`config.mk`:
```
export PLATFORM = sky130hd
export DESIGN_NAME = cpu
export DESIGN_NICKNAME = d
export VERILOG_FILES = /design/src/hw/ctrlPkg.sv /design/src/hw/isaPkg.sv /design/src/hw/alu.sv /design/src/hw/controlUnit.sv /design/src/hw/cpu.sv /design/src/hw/datapath.sv /design/src/hw/hazardUnit.sv /design/src/hw/regFile.sv
export SDC_FILE = /design/constraint.sdc
export NUM_CORES = 1
export LEC_CHECK = 0
export ABC_AREA = 1
export BUFFER_PORTS_ARGS = -buffer_cell sky130_fd_sc_hd__buf_4
export CAP_MARGIN = 30
export CORE_ASPECT_RATIO = 0.7
export CORE_MARGIN = 5
export CORE_UTILIZATION = 55
export CTS_CLUSTER_DIAMETER = 100
export DETAILED_ROUTE_END_ITERATION = 12
export PLACE_DENSITY = 0.78
export SLEW_MARGIN = 20
export SYNTH_ARGS = -nofsm -noshare
export SYNTH_HDL_FRONTEND = slang
export SYNTH_SLANG_ARGS = --single-unit
```
`constraint.sdc`:
```
create_clock -name Clk -period 9.52 [get_ports Clk]
set_clock_uncertainty 0.15 [all_clocks]
set_input_delay 1.904 -clock Clk [delete_from_list [all_inputs] [get_ports Clk]]
set_output_delay 1.904 -clock Clk [all_outputs]
set_load 0.05 [all_outputs]
```
`src/hw/ctrlPkg.sv`:
```
`default_nettype none

package ctrlPkg;

    localparam int AluOpWidth = 4;

    localparam logic [AluOpWidth-1:0] AluAdd   = 4'd0;
    localparam logic [AluOpWidth-1:0] AluSub   = 4'd1;
    localparam logic [AluOpWidth-1:0] AluAnd   = 4'd2;
    localparam logic [AluOpWidth-1:0] AluOr    = 4'd3;
    localparam logic [AluOpWidth-1:0] AluNot   = 4'd4;
    localparam logic [AluOpWidth-1:0] AluTcp   = 4'd5;
    localparam logic [AluOpWidth-1:0] AluShl   = 4'd6;
    localparam logic [AluOpWidth-1:0] AluShr   = 4'd7;
    localparam logic [AluOpWidth-1:0] AluPassA = 4'd8;
    localparam logic [AluOpWidth-1:0] AluLhi   = 4'd9;

    // Operand source in execute
    localparam logic [1:0] FwdNone = 2'd0;
    localparam logic [1:0] FwdMem  = 2'd1;
    localparam logic [1:0] FwdWb   = 2'd2;

    localparam logic [1:0] LinkReg = 2'd2;

endpackage

`default_nettype wire

```
`src/hw/isaPkg.sv`:
```
`default_nettype none

package isaPkg;

    localparam int WordWidth    = 16;
    localparam int RegAddrWidth = 2;
    localparam int NumRegs      = 4;
    localparam int OpcodeWidth  = 4;
    localparam int ImmWidth     = 8;
    localparam int TargetWidth  = 12;

    localparam logic [OpcodeWidth-1:0] OpBne   = 4'd0;
    localparam logic [OpcodeWidth-1:0] OpBeq   = 4'd1;
    localparam logic [OpcodeWidth-1:0] OpBgz   = 4'd2;
    localparam logic [OpcodeWidth-1:0] OpBlz   = 4'd3;
    localparam logic [OpcodeWidth-1:0] OpAdi   = 4'd4;
    localparam logic [OpcodeWidth-1:0] OpOri   = 4'd5;
    localparam logic [OpcodeWidth-1:0] OpLhi   = 4'd6;
    localparam logic [OpcodeWidth-1:0] OpLwd   = 4'd7;
    localparam logic [OpcodeWidth-1:0] OpSwd   = 4'd8;
    localparam logic [OpcodeWidth-1:0] OpJmp   = 4'd9;
    localparam logic [OpcodeWidth-1:0] OpJal   = 4'd10;
    localparam logic [OpcodeWidth-1:0] OpRtype = 4'd15;

    // Function codes under OpRtype
    localparam logic [5:0] FnAdd = 6'd0;
    localparam logic [5:0] FnSub = 6'd1;
    localparam logic [5:0] FnAnd = 6'd2;
    localparam logic [5:0] FnOrr = 6'd3;
    localparam logic [5:0] FnNot = 6'd4;
    localparam logic [5:0] FnTcp = 6'd5;
    localparam logic [5:0] FnShl = 6'd6;
    localparam logic [5:0] FnShr = 6'd7;
    localparam logic [5:0] FnJpr = 6'd25;
    localparam logic [5:0] FnJrl = 6'd26;
    localparam logic [5:0] FnWwd = 6'd28;
    localparam logic [5:0] FnHlt = 6'd29;

    typedef union packed {
        struct packed {
            logic [OpcodeWidth-1:0]  opcode;
            logic [RegAddrWidth-1:0] rs;
            logic [RegAddrWidth-1:0] rt;
            logic [RegAddrWidth-1:0] rd;
            logic [5:0]              func;
        } rType;
        struct packed {
            logic [OpcodeWidth-1:0]  opcode;
            logic [RegAddrWidth-1:0] rs;
            logic [RegAddrWidth-1:0] rt;
            logic [ImmWidth-1:0]     imm;
        } iType;
        struct packed {
            logic [OpcodeWidth-1:0] opcode;
            logic [TargetWidth-1:0] target;
        } jType;
    } instrWord;

endpackage

`default_nettype wire

```
`src/hw/alu.sv`:
```
`timescale 1ns/10ps
`default_nettype none

module alu (
    input  wire  [isaPkg::WordWidth-1:0]    a,
    input  wire  [isaPkg::WordWidth-1:0]    b,
    input  wire  [ctrlPkg::AluOpWidth-1:0]  aluOp,
    input  wire  [isaPkg::OpcodeWidth-1:0]  opcode,
    output logic [isaPkg::WordWidth-1:0]    result,
    output logic                            branchTaken
);
    import isaPkg::*;
    import ctrlPkg::*;

    always_comb begin
        case (aluOp)
            AluAdd:   result = a + b;
            AluSub:   result = a - b;
            AluAnd:   result = a & b;
            AluOr:    result = a | b;
            AluNot:   result = ~a;
            AluTcp:   result = -a;
            AluShl:   result = a << 1;
            // Arithmetic shift keeps the sign bit
            AluShr:   result = {a[WordWidth-1], a[WordWidth-1:1]};
            AluPassA: result = a;
            AluLhi:   result = {b[ImmWidth-1:0], {ImmWidth{1'b0}}};
            default:  result = a + b;
        endcase
    end

    always_comb begin
        case (opcode)
            OpBne:   branchTaken = (a != b);
            OpBeq:   branchTaken = (a == b);
            OpBgz:   branchTaken = !a[WordWidth-1] && (a != '0);
            OpBlz:   branchTaken = a[WordWidth-1];
            default: branchTaken = 1'b0;
        endcase
    end

endmodule

`default_nettype wire

```
`src/hw/controlUnit.sv`:
```
`timescale 1ns/10ps
`default_nettype none

module controlUnit (
    input  wire isaPkg::instrWord             instr,
    output logic                              regWrite,
    output logic                              memToReg,
    output logic                              memRead,
    output logic                              memWrite,
    output logic                              isBranch,
    output logic                              aluSrcImm,
    output logic [ctrlPkg::AluOpWidth-1:0]    aluOp,
    output logic                              jumpDirect,
    output logic                              jumpReg,
    output logic                              link,
    output logic                              wwd,
    output logic                              halt,
    output logic [isaPkg::RegAddrWidth-1:0]   destReg,
    output logic                              useRs,
    output logic                              useRt
);
    import isaPkg::*;
    import ctrlPkg::*;

    always_comb begin
        regWrite   = 1'b0;
        memToReg   = 1'b0;
        memRead    = 1'b0;
        memWrite   = 1'b0;
        isBranch   = 1'b0;
        aluSrcImm  = 1'b0;
        aluOp      = AluAdd;
        jumpDirect = 1'b0;
        jumpReg    = 1'b0;
        link       = 1'b0;
        wwd        = 1'b0;
        halt       = 1'b0;
        destReg    = instr.iType.rt;
        useRs      = 1'b0;
        useRt      = 1'b0;
        case (instr.rType.opcode)
            OpBne, OpBeq: begin
                isBranch = 1'b1;
                useRs    = 1'b1;
                useRt    = 1'b1;
            end
            // Compare rs against zero only
            OpBgz, OpBlz: begin
                isBranch = 1'b1;
                useRs    = 1'b1;
            end
            OpAdi, OpOri: begin
                regWrite  = 1'b1;
                aluSrcImm = 1'b1;
                useRs     = 1'b1;
                aluOp     = (instr.rType.opcode == OpOri) ? AluOr : AluAdd;
            end
            OpLhi: begin
                regWrite  = 1'b1;
                aluSrcImm = 1'b1;
                aluOp     = AluLhi;
            end
            OpLwd: begin
                regWrite  = 1'b1;
                memToReg  = 1'b1;
                memRead   = 1'b1;
                aluSrcImm = 1'b1;
                useRs     = 1'b1;
            end
            OpSwd: begin
                memWrite  = 1'b1;
                aluSrcImm = 1'b1;
                useRs     = 1'b1;
                useRt     = 1'b1;
            end
            OpJmp: jumpDirect = 1'b1;
            OpJal: begin
                jumpDirect = 1'b1;
                link       = 1'b1;
                regWrite   = 1'b1;
                destReg    = LinkReg;
            end
            OpRtype: begin
                destReg = instr.rType.rd;
                useRs   = (instr.rType.func != FnHlt);
                case (instr.rType.func)
                    FnAdd, FnSub, FnAnd, FnOrr: begin
                        regWrite = 1'b1;
                        useRt    = 1'b1;
                    end
                    FnNot, FnTcp, FnShl, FnShr: regWrite = 1'b1;
                    FnJpr: jumpReg = 1'b1;
                    FnJrl: begin
                        jumpReg  = 1'b1;
                        link     = 1'b1;
                        regWrite = 1'b1;
                        destReg  = LinkReg;
                    end
                    FnWwd: wwd = 1'b1;
                    FnHlt: halt = 1'b1;
                    default: ;
                endcase
                case (instr.rType.func)
                    FnSub:   aluOp = AluSub;
                    FnAnd:   aluOp = AluAnd;
                    FnOrr:   aluOp = AluOr;
                    FnNot:   aluOp = AluNot;
                    FnTcp:   aluOp = AluTcp;
                    FnShl:   aluOp = AluShl;
                    FnShr:   aluOp = AluShr;
                    FnWwd:   aluOp = AluPassA;
                    default: aluOp = AluAdd;
                endcase
            end
            default: ;
        endcase
    end

endmodule

`default_nettype wire

```
`src/hw/cpu.sv`:
```
`timescale 1ns/10ps
`default_nettype none

module cpu (
    input  wire                           Clk,
    input  wire                           rstN,
    output logic [isaPkg::WordWidth-1:0]  instrAddr,
    output logic                          instrRead,
    input  wire  [isaPkg::WordWidth-1:0]  instrData,
    output logic [isaPkg::WordWidth-1:0]  dataAddr,
    output logic                          dataRead,
    output logic                          dataWrite,
    output logic [isaPkg::WordWidth-1:0]  dataWdata,
    input  wire  [isaPkg::WordWidth-1:0]  dataRdata,
    output logic [isaPkg::WordWidth-1:0]  outputPort,
    output logic                          outputValid,
    output logic [isaPkg::WordWidth-1:0]  numInst,
    output logic                          halted
);
    import isaPkg::*;
    import ctrlPkg::*;

    // Decode stage instruction and its controls
    instrWord                decInstr;
    logic                    regWrite;
    logic                    memToReg;
    logic                    memRead;
    logic                    memWrite;
    logic                    isBranch;
    logic                    aluSrcImm;
    logic [AluOpWidth-1:0]   aluOp;
    logic                    jumpDirect;
    logic                    jumpReg;
    logic                    link;
    logic                    wwd;
    logic                    halt;
    logic [RegAddrWidth-1:0] destReg;
    logic                    useRs;
    logic                    useRt;

    datapath i_datapath (.*);

    controlUnit i_controlUnit (
        .instr (decInstr),
        .*
    );

endmodule

`default_nettype wire

```
`src/hw/datapath.sv`:
```
`timescale 1ns/10ps
`default_nettype none

module datapath (
    input  wire                              Clk,
    input  wire                              rstN,
    output logic [isaPkg::WordWidth-1:0]     instrAddr,
    output logic                             instrRead,
    input  wire  [isaPkg::WordWidth-1:0]     instrData,
    output logic [isaPkg::WordWidth-1:0]     dataAddr,
    output logic                             dataRead,
    output logic                             dataWrite,
    output logic [isaPkg::WordWidth-1:0]     dataWdata,
    input  wire  [isaPkg::WordWidth-1:0]     dataRdata,
    output isaPkg::instrWord                 decInstr,
    input  wire                              regWrite,
    input  wire                              memToReg,
    input  wire                              memRead,
    input  wire                              memWrite,
    input  wire                              isBranch,
    input  wire                              aluSrcImm,
    input  wire  [ctrlPkg::AluOpWidth-1:0]   aluOp,
    input  wire                              jumpDirect,
    input  wire                              jumpReg,
    input  wire                              link,
    input  wire                              wwd,
    input  wire                              halt,
    input  wire  [isaPkg::RegAddrWidth-1:0]  destReg,
    input  wire                              useRs,
    input  wire                              useRt,
    output logic [isaPkg::WordWidth-1:0]     outputPort,
    output logic                             outputValid,
    output logic [isaPkg::WordWidth-1:0]     numInst,
    output logic                             halted
);
    import isaPkg::*;
    import ctrlPkg::*;

    logic [WordWidth-1:0]    pc;
    logic [WordWidth-1:0]    pcNext;
    logic                    fetchStop;
    logic [WordWidth-1:0]    decPc;
    logic                    decBubble;
    logic [WordWidth-1:0]    decImm;
    logic                    decJump;
    logic                    decHalt;
    logic [WordWidth-1:0]    rsData;
    logic [WordWidth-1:0]    rtData;
    logic                    stall;
    logic                    exKill;
    logic                    exBubble;
    logic [WordWidth-1:0]    exPc;
    logic [WordWidth-1:0]    exRsData;
    logic [WordWidth-1:0]    exRtData;
    logic [WordWidth-1:0]    exImm;
    logic [RegAddrWidth-1:0] exRs;
    logic [RegAddrWidth-1:0] exRt;
    logic [RegAddrWidth-1:0] exRd;
    logic [OpcodeWidth-1:0]  exOpcode;
    logic [AluOpWidth-1:0]   exAluOp;
    logic                    exRegWrite;
    logic                    exMemToReg;
    logic                    exMemRead;
    logic                    exMemWrite;
    logic                    exIsBranch;
    logic                    exAluSrcImm;
    logic                    exJumpReg;
    logic                    exLink;
    logic                    exWwd;
    logic                    exHalt;
    logic [1:0]              forwardA;
    logic [1:0]              forwardB;
    logic [WordWidth-1:0]    fwdA;
    logic [WordWidth-1:0]    fwdB;
    logic [WordWidth-1:0]    aluB;
    logic [WordWidth-1:0]    aluResult;
    logic                    branchTaken;
    logic [WordWidth-1:0]    exLinkAddr;
    logic [WordWidth-1:0]    exResult;
    logic                    exRedirect;
    logic [WordWidth-1:0]    exTarget;
    logic                    memBubble;
    logic [WordWidth-1:0]    memResult;
    logic [WordWidth-1:0]    memStoreData;
    logic [RegAddrWidth-1:0] memRd;
    logic                    memRegWrite;
    logic                    memMemToReg;
    logic                    memMemRead;
    logic                    memMemWrite;
    logic                    memWwd;
    logic                    memHalt;
    logic                    wbBubble;
    logic [WordWidth-1:0]    wbData;
    logic [RegAddrWidth-1:0] wbRd;
    logic                    wbRegWrite;
    logic                    wbWwd;
    logic                    wbHalt;

    function automatic logic [WordWidth-1:0] pickOperand(
        input logic [1:0]           sel,
        input logic [WordWidth-1:0] regVal,
        input logic [WordWidth-1:0] memVal,
        input logic [WordWidth-1:0] wbVal
    );
        case (sel)
            FwdMem:  return memVal;
            FwdWb:   return wbVal;
            default: return regVal;
        endcase
    endfunction

    assign instrAddr = pc;
    assign instrRead = !fetchStop;

    // Decode
    assign decImm  = {{(WordWidth - ImmWidth){decInstr.iType.imm[ImmWidth-1]}}, decInstr.iType.imm};
    assign decJump = !decBubble && jumpDirect && !exRedirect;
    assign decHalt = !decBubble && halt && !exRedirect;
    assign exKill  = stall || exRedirect || decBubble;

    regFile i_regFile (
        .Clk       (Clk),
        .rstN      (rstN),
        .rs        (decInstr.rType.rs),
        .rt        (decInstr.rType.rt),
        .rsData    (rsData),
        .rtData    (rtData),
        .writeEn   (wbRegWrite),
        .writeAddr (wbRd),
        .writeData (wbData)
    );

    hazardUnit i_hazardUnit (
        .decRs       (decInstr.rType.rs),
        .decRt       (decInstr.rType.rt),
        .decUseRs    (useRs && !decBubble),
        .decUseRt    (useRt && !decBubble),
        .exMemRead   (exMemRead),
        .exRd        (exRd),
        .exRs        (exRs),
        .exRt        (exRt),
        .memRegWrite (memRegWrite),
        .memRd       (memRd),
        .wbRegWrite  (wbRegWrite),
        .wbRd        (wbRd),
        .forwardA    (forwardA),
        .forwardB    (forwardB),
        .stall       (stall)
    );

    // Execute
    assign fwdA       = pickOperand(forwardA, exRsData, memResult, wbData);
    assign fwdB       = pickOperand(forwardB, exRtData, memResult, wbData);
    assign aluB       = exAluSrcImm ? exImm : fwdB;
    assign exLinkAddr = exPc + WordWidth'(1);
    assign exResult   = exLink ? exLinkAddr : aluResult;
    assign exRedirect = (exIsBranch && branchTaken) || exJumpReg;
    assign exTarget   = exJumpReg ? fwdA : exLinkAddr + exImm;

    alu i_alu (
        .a           (fwdA),
        .b           (aluB),
        .aluOp       (exAluOp),
        .opcode      (exOpcode),
        .result      (aluResult),
        .branchTaken (branchTaken)
    );

    always_comb begin
        if (stall || fetchStop || decHalt)
            pcNext = pc;
        else if (exRedirect)
            pcNext = exTarget;
        else if (decJump)
            pcNext = {pc[WordWidth-1:TargetWidth], decInstr.jType.target};
        else
            pcNext = pc + WordWidth'(1);
    end

    assign dataAddr    = memResult;
    assign dataRead    = memMemRead;
    assign dataWrite   = memMemWrite;
    assign dataWdata   = memStoreData;
    assign outputPort  = wbData;
    assign outputValid = wbWwd;

    always_ff @(posedge Clk) begin
        if (!rstN) begin
            pc          <= '0;
            fetchStop   <= 1'b0;
            halted      <= 1'b0;
            numInst     <= '0;
            decBubble   <= 1'b1;
            exBubble    <= 1'b1;
            exRegWrite  <= 1'b0;
            exMemRead   <= 1'b0;
            exMemWrite  <= 1'b0;
            exIsBranch  <= 1'b0;
            exJumpReg   <= 1'b0;
            exWwd       <= 1'b0;
            exHalt      <= 1'b0;
            memBubble   <= 1'b1;
            memRegWrite <= 1'b0;
            memMemRead  <= 1'b0;
            memMemWrite <= 1'b0;
            memWwd      <= 1'b0;
            memHalt     <= 1'b0;
            wbBubble    <= 1'b1;
            wbRegWrite  <= 1'b0;
            wbWwd       <= 1'b0;
            wbHalt      <= 1'b0;
        end else begin
            pc <= pcNext;
            if (decHalt)
                fetchStop <= 1'b1;
            if (wbHalt)
                halted <= 1'b1;
            if (!wbBubble && !wbHalt)
                numInst <= numInst + WordWidth'(1);
            // Stalled decode keeps its instruction
            if (!stall)
                decBubble <= fetchStop || decHalt || decJump || exRedirect;
            exBubble    <= exKill;
            exRegWrite  <= regWrite && !exKill;
            exMemRead   <= memRead && !exKill;
            exMemWrite  <= memWrite && !exKill;
            exIsBranch  <= isBranch && !exKill;
            exJumpReg   <= jumpReg && !exKill;
            exWwd       <= wwd && !exKill;
            exHalt      <= halt && !exKill;
            memBubble   <= exBubble;
            memRegWrite <= exRegWrite;
            memMemRead  <= exMemRead;
            memMemWrite <= exMemWrite;
            memWwd      <= exWwd;
            memHalt     <= exHalt;
            wbBubble    <= memBubble;
            wbRegWrite  <= memRegWrite;
            wbWwd       <= memWwd;
            wbHalt      <= memHalt;
        end
    end

    always_ff @(posedge Clk) begin
        if (!stall) begin
            decInstr <= instrData;
            decPc    <= pc;
        end
        exPc         <= decPc;
        exRsData     <= rsData;
        exRtData     <= rtData;
        exImm        <= decImm;
        exRs         <= decInstr.rType.rs;
        exRt         <= decInstr.rType.rt;
        exRd         <= destReg;
        exOpcode     <= decInstr.rType.opcode;
        exAluOp      <= aluOp;
        exAluSrcImm  <= aluSrcImm;
        exLink       <= link;
        exMemToReg   <= memToReg;
        memResult    <= exResult;
        memStoreData <= fwdB;
        memRd        <= exRd;
        memMemToReg  <= exMemToReg;
        wbData       <= memMemToReg ? dataRdata : memResult;
        wbRd         <= memRd;
    end

    assert property (@(posedge Clk) disable iff (!rstN) !(dataRead && dataWrite));

    // Fetch must be off well before HLT retires
    assert property (@(posedge Clk) disable iff (!rstN) halted |-> !instrRead);

endmodule

`default_nettype wire

```
`src/hw/hazardUnit.sv`:
```
`timescale 1ns/10ps
`default_nettype none

module hazardUnit (
    input  wire  [isaPkg::RegAddrWidth-1:0] decRs,
    input  wire  [isaPkg::RegAddrWidth-1:0] decRt,
    input  wire                             decUseRs,
    input  wire                             decUseRt,
    input  wire                             exMemRead,
    input  wire  [isaPkg::RegAddrWidth-1:0] exRd,
    input  wire  [isaPkg::RegAddrWidth-1:0] exRs,
    input  wire  [isaPkg::RegAddrWidth-1:0] exRt,
    input  wire                             memRegWrite,
    input  wire  [isaPkg::RegAddrWidth-1:0] memRd,
    input  wire                             wbRegWrite,
    input  wire  [isaPkg::RegAddrWidth-1:0] wbRd,
    output logic [1:0]                      forwardA,
    output logic [1:0]                      forwardB,
    output logic                            stall
);
    import ctrlPkg::*;

    // Memory stage holds the younger value
    always_comb begin
        if (memRegWrite && memRd == exRs)
            forwardA = FwdMem;
        else if (wbRegWrite && wbRd == exRs)
            forwardA = FwdWb;
        else
            forwardA = FwdNone;
        if (memRegWrite && memRd == exRt)
            forwardB = FwdMem;
        else if (wbRegWrite && wbRd == exRt)
            forwardB = FwdWb;
        else
            forwardB = FwdNone;
    end

    // Load data only exists after the memory stage
    assign stall = exMemRead && ((decUseRs && decRs == exRd) || (decUseRt && decRt == exRd));

endmodule

`default_nettype wire

```
`src/hw/regFile.sv`:
```
`timescale 1ns/10ps
`default_nettype none

module regFile (
    input  wire                              Clk,
    input  wire                              rstN,
    input  wire  [isaPkg::RegAddrWidth-1:0]  rs,
    input  wire  [isaPkg::RegAddrWidth-1:0]  rt,
    output logic [isaPkg::WordWidth-1:0]     rsData,
    output logic [isaPkg::WordWidth-1:0]     rtData,
    input  wire                              writeEn,
    input  wire  [isaPkg::RegAddrWidth-1:0]  writeAddr,
    input  wire  [isaPkg::WordWidth-1:0]     writeData
);
    import isaPkg::*;

    logic [WordWidth-1:0] regs [NumRegs];

    always_ff @(posedge Clk) begin
        if (!rstN) begin
            for (int i = 0; i < NumRegs; i++) begin
                regs[i] <= '0;
            end
        end else if (writeEn) begin
            regs[writeAddr] <= writeData;
        end
    end

    // Writeback result is visible to decode in the same cycle
    assign rsData = (writeEn && writeAddr == rs) ? writeData : regs[rs];
    assign rtData = (writeEn && writeAddr == rt) ? writeData : regs[rt];

endmodule

`default_nettype wire

```
* After elaboration in Yosys (flattened, before gate mapping)
Memories as Yosys holds them, arrays and structs flattened. A register that Yosys moved wholly into a read port is not among the register bits.
Cells that the tools add are included.
Widths: inputs -> output; s select.
** Word-level totals
- Register bits after elaboration :: 211
- Latch bits :: 0
- RAM bits :: 64
- ROM bits :: 128
- Bits of input ports :: 34
- Output and inout port bits :: 85
- Logic and storage cells :: 213
- Memories :: 2
** Memories
- (name not given) :: words 32, bits a word 4, rd ports 1, clocked after memory_dff 1, write ports 0, RTL line controlUnit.sv:103 : case (instr.rType.func)
- i_datapath.i_regFile.regs :: words 4, bits a word 16, rd ports 2, clocked after memory_dff 2, write ports 4, RTL line regFile.sv:17 : logic [WordWidth-1:0] regs [NumRegs];
** Cells by class
- $add $sub $neg :: 7
- Multipliers :: 0
- Div/mod/pow operators :: 0
- $lt $le $gt $ge :: 0
- Equal/unequal tests :: 50
- Shifts and indexed selects :: 0
- Muxes and demuxes :: 49
- Bitwise logic cells :: 4
- Reductions and logical operators :: 57
** Operators by type and width (number)
- $mux 16 :: 9
- $pmux 16 s9 :: 1
- $pmux 16 s2 :: 2
- $add 16x1->16 const B :: 3
- $add 16x16->16 :: 2
- $eq 4x3->1 const B :: 8
- $logic_and 1x1->1 :: 25
- $eq 4x2->1 const B :: 6
- $eq 4x4->1 const B :: 6
- $eq 6x3->1 const B :: 4
- $eq 6x5->1 const B :: 4
- $mux 1 :: 19
- $mux 2 :: 9
- $and 16x16->16 :: 1
- $eq 16x16->1 :: 1
- $eq 2x2->1 :: 8
- $ne 16x16->1 :: 1
- $neg 16->16 :: 1
- $not 16->16 :: 1
- $or 16x16->16 :: 1
- $reduce_bool 16->1 :: 1
- $reduce_or 16->1 :: 1
- $sub 16x16->16 :: 1
- $eq 4x1->1 const B :: 3
- 24 further kinds :: 49

* Depth between registers and ports, before layout
- Depth after elaboration :: 16
- Mapped depth :: 30

* Cells and area by module
From an unflattened synthesis, not the netlist that was laid out.
** Unflattened totals
- Cells, all modules :: 2434
- Area total of the unflattened synthesis :: 16887.4 um^2
** Modules (own cells, without submodules)
- datapath :: instances 1, cells an instance 1042, area an instance 8662.1 um^2, seq. area each 4544.4 um^2
- regFile :: instances 1, cells an instance 597, area an instance 4185.3 um^2, seq. area each 1921.8 um^2
- alu :: instances 1, cells an instance 683, area an instance 3493.4 um^2, seq. area each 0.0 um^2
- controlUnit :: instances 1, cells an instance 68, area an instance 325.3 um^2, seq. area each 0.0 um^2
- hazardUnit :: instances 1, cells an instance 44, area an instance 221.5 um^2, seq. area each 0.0 um^2

* Least setup slack after synthesis
Ideal clock, no wire load.
- Kind :: reg2reg
- Start :: register i_datapath.memRd[0]
- End :: register i_datapath.pc[10], in the netlist i_datapath.instrAddr[10]
- Setup time :: 0.111 ns
- Arrival time :: 3.594 ns
- Data required time :: 9.259 ns
- Path slack :: 5.665 ns
- Stages on the path, launching flop included :: 25
- Path through :: dfxtp_1 -> inv_1 -> o21ai_0 -> a21oi_1 -> nand2_1 -> inv_1 -> nor2_1 -> clkbuf_1 -> nand2_1 -> o221ai_1 -> a21oi_1 -> ha_1 -> clkbuf_1 -> nand4_1 -> nor4_1 -> nand3_1 -> a21oi_1 -> nand2_2 -> nand2_2 -> nand3_2 -> nand2_1 -> buf_4 -> nand2_1 -> nand2_1 -> nor2_1
** On the way
- Longest elaborated chain between the ends :: 14
- Elaborated cells between the ends (all ways) :: 28
** RTL lines
- start, declared :: RTL line datapath.sv:85 : logic [RegAddrWidth-1:0] memRd;
- start signal, assigned :: RTL line datapath.sv:263 : memRd <= exRd;
- $eq 2x2->1 * :: RTL line hazardUnit.sv:31 : if (memRegWrite && memRd == exRt)
- $logic_and 1x1->1 * :: RTL line hazardUnit.sv:31
- $mux 2 * :: RTL line hazardUnit.sv:31
- $eq 2x2->1 or $eq 2x1->1 (tied branches) :: RTL line datapath.sv:105 : case (sel)
- $pmux 16 s2 * :: RTL line datapath.sv:105
- net i_datapath.fwdB[12] :: RTL line datapath.sv:74 : logic [WordWidth-1:0] fwdB;
- $mux 16 * :: RTL line datapath.sv:154 : assign aluB = exAluSrcImm ? exImm : fwdB;
- $eq 16x16->1 or $ne 16x16->1 (tied branches) :: RTL line alu.sv:35, alu.sv:34
- $pmux 1 s4 * :: RTL line alu.sv:33 : case (opcode)
- $logic_and 1x1->1 * :: RTL line datapath.sv:157 : assign exRedirect = (exIsBranch && branchTaken) || exJumpReg;
- $logic_or 1x1->1 * :: RTL line datapath.sv:157
- $logic_not 1->1 :: RTL line datapath.sv:117, datapath.sv:118
- $logic_and 1x1->1 :: RTL line datapath.sv:117 : assign decJump = !decBubble && jumpDirect && !exRedirect;
- $mux 16 :: RTL line datapath.sv:174 : else if (decJump)
- $mux 16 :: RTL line datapath.sv:172 : else if (exRedirect)
- end signal, assigned :: RTL line datapath.sv:213 : pc <= pcNext;
- end, declared :: RTL line datapath.sv:39 : logic [WordWidth-1:0] pc;
The timed path passes the listed nets; every way through them passes the cells marked *. The select of a mux whose other input is x is not followed.
A chain may end at the register's enable or synchronous reset.

* Worst setup path in the final report
- Start :: register i_datapath.wbRd[1]
- End :: register i_datapath.pc[0], in the netlist i_datapath.instrAddr[0]
** On the way
- Longest elaborated chain between the ends :: 15
- Elaborated cells between the ends (all ways) :: 30
** RTL lines
- start, declared :: RTL line datapath.sv:94 : logic [RegAddrWidth-1:0] wbRd;
- start signal, assigned :: RTL line datapath.sv:266 : wbRd <= memRd;
- $eq 2x2->1 (on tied branches) :: RTL line hazardUnit.sv:33, hazardUnit.sv:27
- $logic_and 1x1->1 (on tied branches) :: RTL line hazardUnit.sv:33, hazardUnit.sv:27
- $mux 2 (on tied branches) :: RTL line hazardUnit.sv:33, hazardUnit.sv:27
- $mux 2 (on tied branches) :: RTL line hazardUnit.sv:31, hazardUnit.sv:25
- $eq 2x2->1 or $eq 2x1->1 (tied branches) :: RTL line datapath.sv:105
- $pmux 16 s2 :: RTL line datapath.sv:105
- $mux 16 (tied with other cells) :: RTL line datapath.sv:154
- $eq 16x16->1 (tied with other cells) :: RTL line alu.sv:35 : OpBeq: branchTaken = (a == b);
- $pmux 1 s4 :: RTL line alu.sv:33
- $logic_and 1x1->1 :: RTL line datapath.sv:157
- $logic_or 1x1->1 :: RTL line datapath.sv:157
- $logic_not 1->1 :: RTL line datapath.sv:117, datapath.sv:118
- $logic_and 1x1->1 :: RTL line datapath.sv:117
- $mux 16 :: RTL line datapath.sv:174
- $mux 16 :: RTL line datapath.sv:172
Several ways; a longest one is shown, not always the timed one. The select of a mux whose other input is x is not followed.

==> metrics <==
outcome complete, no violations; largest net degree at the start of global routing 65; Residual DRC 0; CP max FO 24; initial antenna violation count 0; DR vias/cell 5.873; Syn. warnings 0; Skew-Pair Late Insertion Delay 580 ps; root buf cell clkbuf_16; setup violators final 0; Area Overhead vs Synth 13.47%; Post-synth EDFFs 96; first-pass GRT wire length 78020 um; hold_buf cts 0; Seq cells post-synth 283; Post-Syn Area 0.01563 mm2; Setup CP Type reg2reg; IO Pins 119; Synth Flop Type dfxtp_1; TNS Setup 0 ps; gr ovfl total 0; final setup margin 4016 ps; final wirelength 50210 um; asr flop ratio synth 0%; FP Rows 51; CTS tree done; vias in the first global route 14000; share of layout cells above drive strength 1 11.00%; final hold vios 0; via count 14990; Placer Congestion 1.038; RSZ-0062 raised after global routing false; Synth cell types 57; Die W 211.5 um; Num CTS Buffers 27; Worst Tran Pin Value 1011 ps; endpoint type of the worst setup path flip-flop; DRT Pass-1 Iters 6; Post-CTS Resized 0; setup bufs post-CTS 0; Leakage 8.095 nW; clock buffer depth 3; Ant. Diodes 0; die area 0.03194 mm2; period utilization 57.81%; Setup WS pre-CTS 4246 ps; Initial DRC Count 1875; share of the synthesized area in the top cell type 23.95%; clock-pin slew on the worst setup and hold paths 70 ps; gr usage total 30.85%; H-tree levels 1; power per standard cell area 195.7 mW/mm2; Critical Path Start Type flip-flop; Max Cap Violations 0; syn nets 2174; core box area 0.02789 mm2; Mapped Cells 2071; Initial Util 56.05%; syn_area_per_cell 7.546 um2; Area after DPL 0.01681 mm2; relative slew slack 32.39%; Tmin final 5504 ps; Max VDD drop 0.1620 mV; dominant cell type by area after synthesis dfxtp_1; wire per inst 19.67 um; ranking of synthesized cells by area dfxtp_1, edfxtp_1, nand2_1, inv_1, nor2_1; Design Area, Final 0.01773 mm2; worst min-delay path class reg2reg; DPL Wire Length 38450 um; max-slew violations 0; Seq/Total Area, Yosys 42.40%; FMAX 181.7 MHz; IO buf count 118; final-stage net count 2264; CTS sink cnt 283; Worst Path Arrival 5820 ps; antenna-violating nets left 0; die height 151.0 um; Final Power 3.471 mW; worst endpoint required time 9830 ps
## cells by family after synthesis
logic type,Yosys count,synth area share [%]
simple gates,858,23.74
compound gates,448,16.71
buf+inv,371,9.119
flops,283,42.40
fa+ha+maj,69,5.668
xor+xnor,41,2.298
mux,1,0.07205
## cell usage in the layout, fill, tap and decap left out, drive strengths merged, types with 2 or more instances in the layout
master and instances:
a221oi 4, a31oi 33, edfxtp 96, a31o 3
buf 132, inv 297, xnor2 4, nor2 279
clkinv 17, o21ai 160, a21oi 137, nand4 32
a32o 3, nand3b 7, o21a 3, o211ai 46
nor4 6, nor3 35, ha 66, nand3 104
o31ai 4, nand2 373, dfxtp 187, o221ai 13
a211oi 5, o2111ai 2, clkbuf 35, o21bai 4
xor2 37, or2 18, fa 3, nor3b 2
o22ai 25
## synth_stat cells, types with 13 or more instances
cell type  number
nand3_1        91
xor2_1         37
nand2_1       368
nand4_1        32
inv_1         291
edfxtp_1       96
o21ai_0       158
o22ai_1        25
nor2_1        268
o221ai_1       13
o211ai_1       45
or2_2          17
clkbuf_1       56
dfxtp_1       187
ha_1           66
a21oi_1       135
nor3_1         35
a31oi_1        33
## routing by layer
metal,vias up,share of wire [%],wire [um],global-route usage [%]
li1,7074,-,-,-
met1,6973,45,22400,46.48
met2,835,42,21000,46.20
met3,111,11,5481,6.046
met4,0,2.7,1337,6.630
met5,-,0,0,0
## state kept, by name, summed over array words and instances (netlist names), 4 cells and up, named ones only
name and flops:
i_datapath.exPc 16, i_datapath.numInst 16, i_datapath.outputPort 16, i_datapath.exRsData 16, i_datapath.dataWdata 16, i_datapath.dataAddr 16
i_datapath.i_regFile.regs 64, i_datapath.instrAddr 16, i_datapath.exRtData 16, i_datapath.decInstr 16, i_datapath.exImm 8, i_datapath.exAluOp 4
i_datapath.exOpcode 4, i_datapath.decPc 16
## path summary, 6_finish.rpt
path                          from                       to  slack (ps)  cells after the start
min reg2reg  i_datapath.exMemToReg   i_datapath.memMemToReg         190                      0
max             i_datapath.wbRd[1]  i_datapath.instrAddr[0]        4020                     23
min          i_datapath.exMemToReg   i_datapath.memMemToReg         190                      0
max reg2reg     i_datapath.wbRd[1]  i_datapath.instrAddr[0]        4020                     23
## report_power, final
part | total (mW) | switching, mW | leakage, nW | internal [mW]
clock | 1.10 | 0.488 | 0.452 | 0.614
sequential | 1.46 | 0.112 | 2.58 | 1.35
combinational | 0.906 | 0.653 | 5.07 | 0.253
total | 3.47 | 1.25 | 8.09 | 2.22
## layout make-up
type	instances	area [um2]
clock buffers	35	779.5
clock inverters	15	132.6
fillers	2422	10150
inverters	300	1126
multi-input cells	1417	7595
flip-flops and latches	283	6634
well taps	371	464.2
repair buffers	132	1003
## critical path: stages, from the launching register on
cell and delay (ps):
dfxtp_1 480, inv_2 110, nand2_1 70, nand2_1 70, nand3_1 520, nand2_1 340
inv_1 190, nand2_1 70, nand3_1 210, clkinv_1 330, ha_1 470, inv_1 140
nor2_1 190, inv_1 80, nor3_1 260, nand3_1 110, a21oi_1 240, nand2_2 160
nand2_2 210, nand3_2 130, nand2_1 570, nand2_1 120, nand2_1 100, nor2_1 50
## metrics by stage
stage	instances	hold slack [ps]	utilization, %
final	2553	186.1	63.60
after global routing	2553	195.6	63.60
after CTS	2552	192.4	63.55
after detailed placement	2502	175.4	60.28
after global placement	2497	164.0	60.10
after floorplan	2071	159.6	-
(Power assumes the default switching activity.)
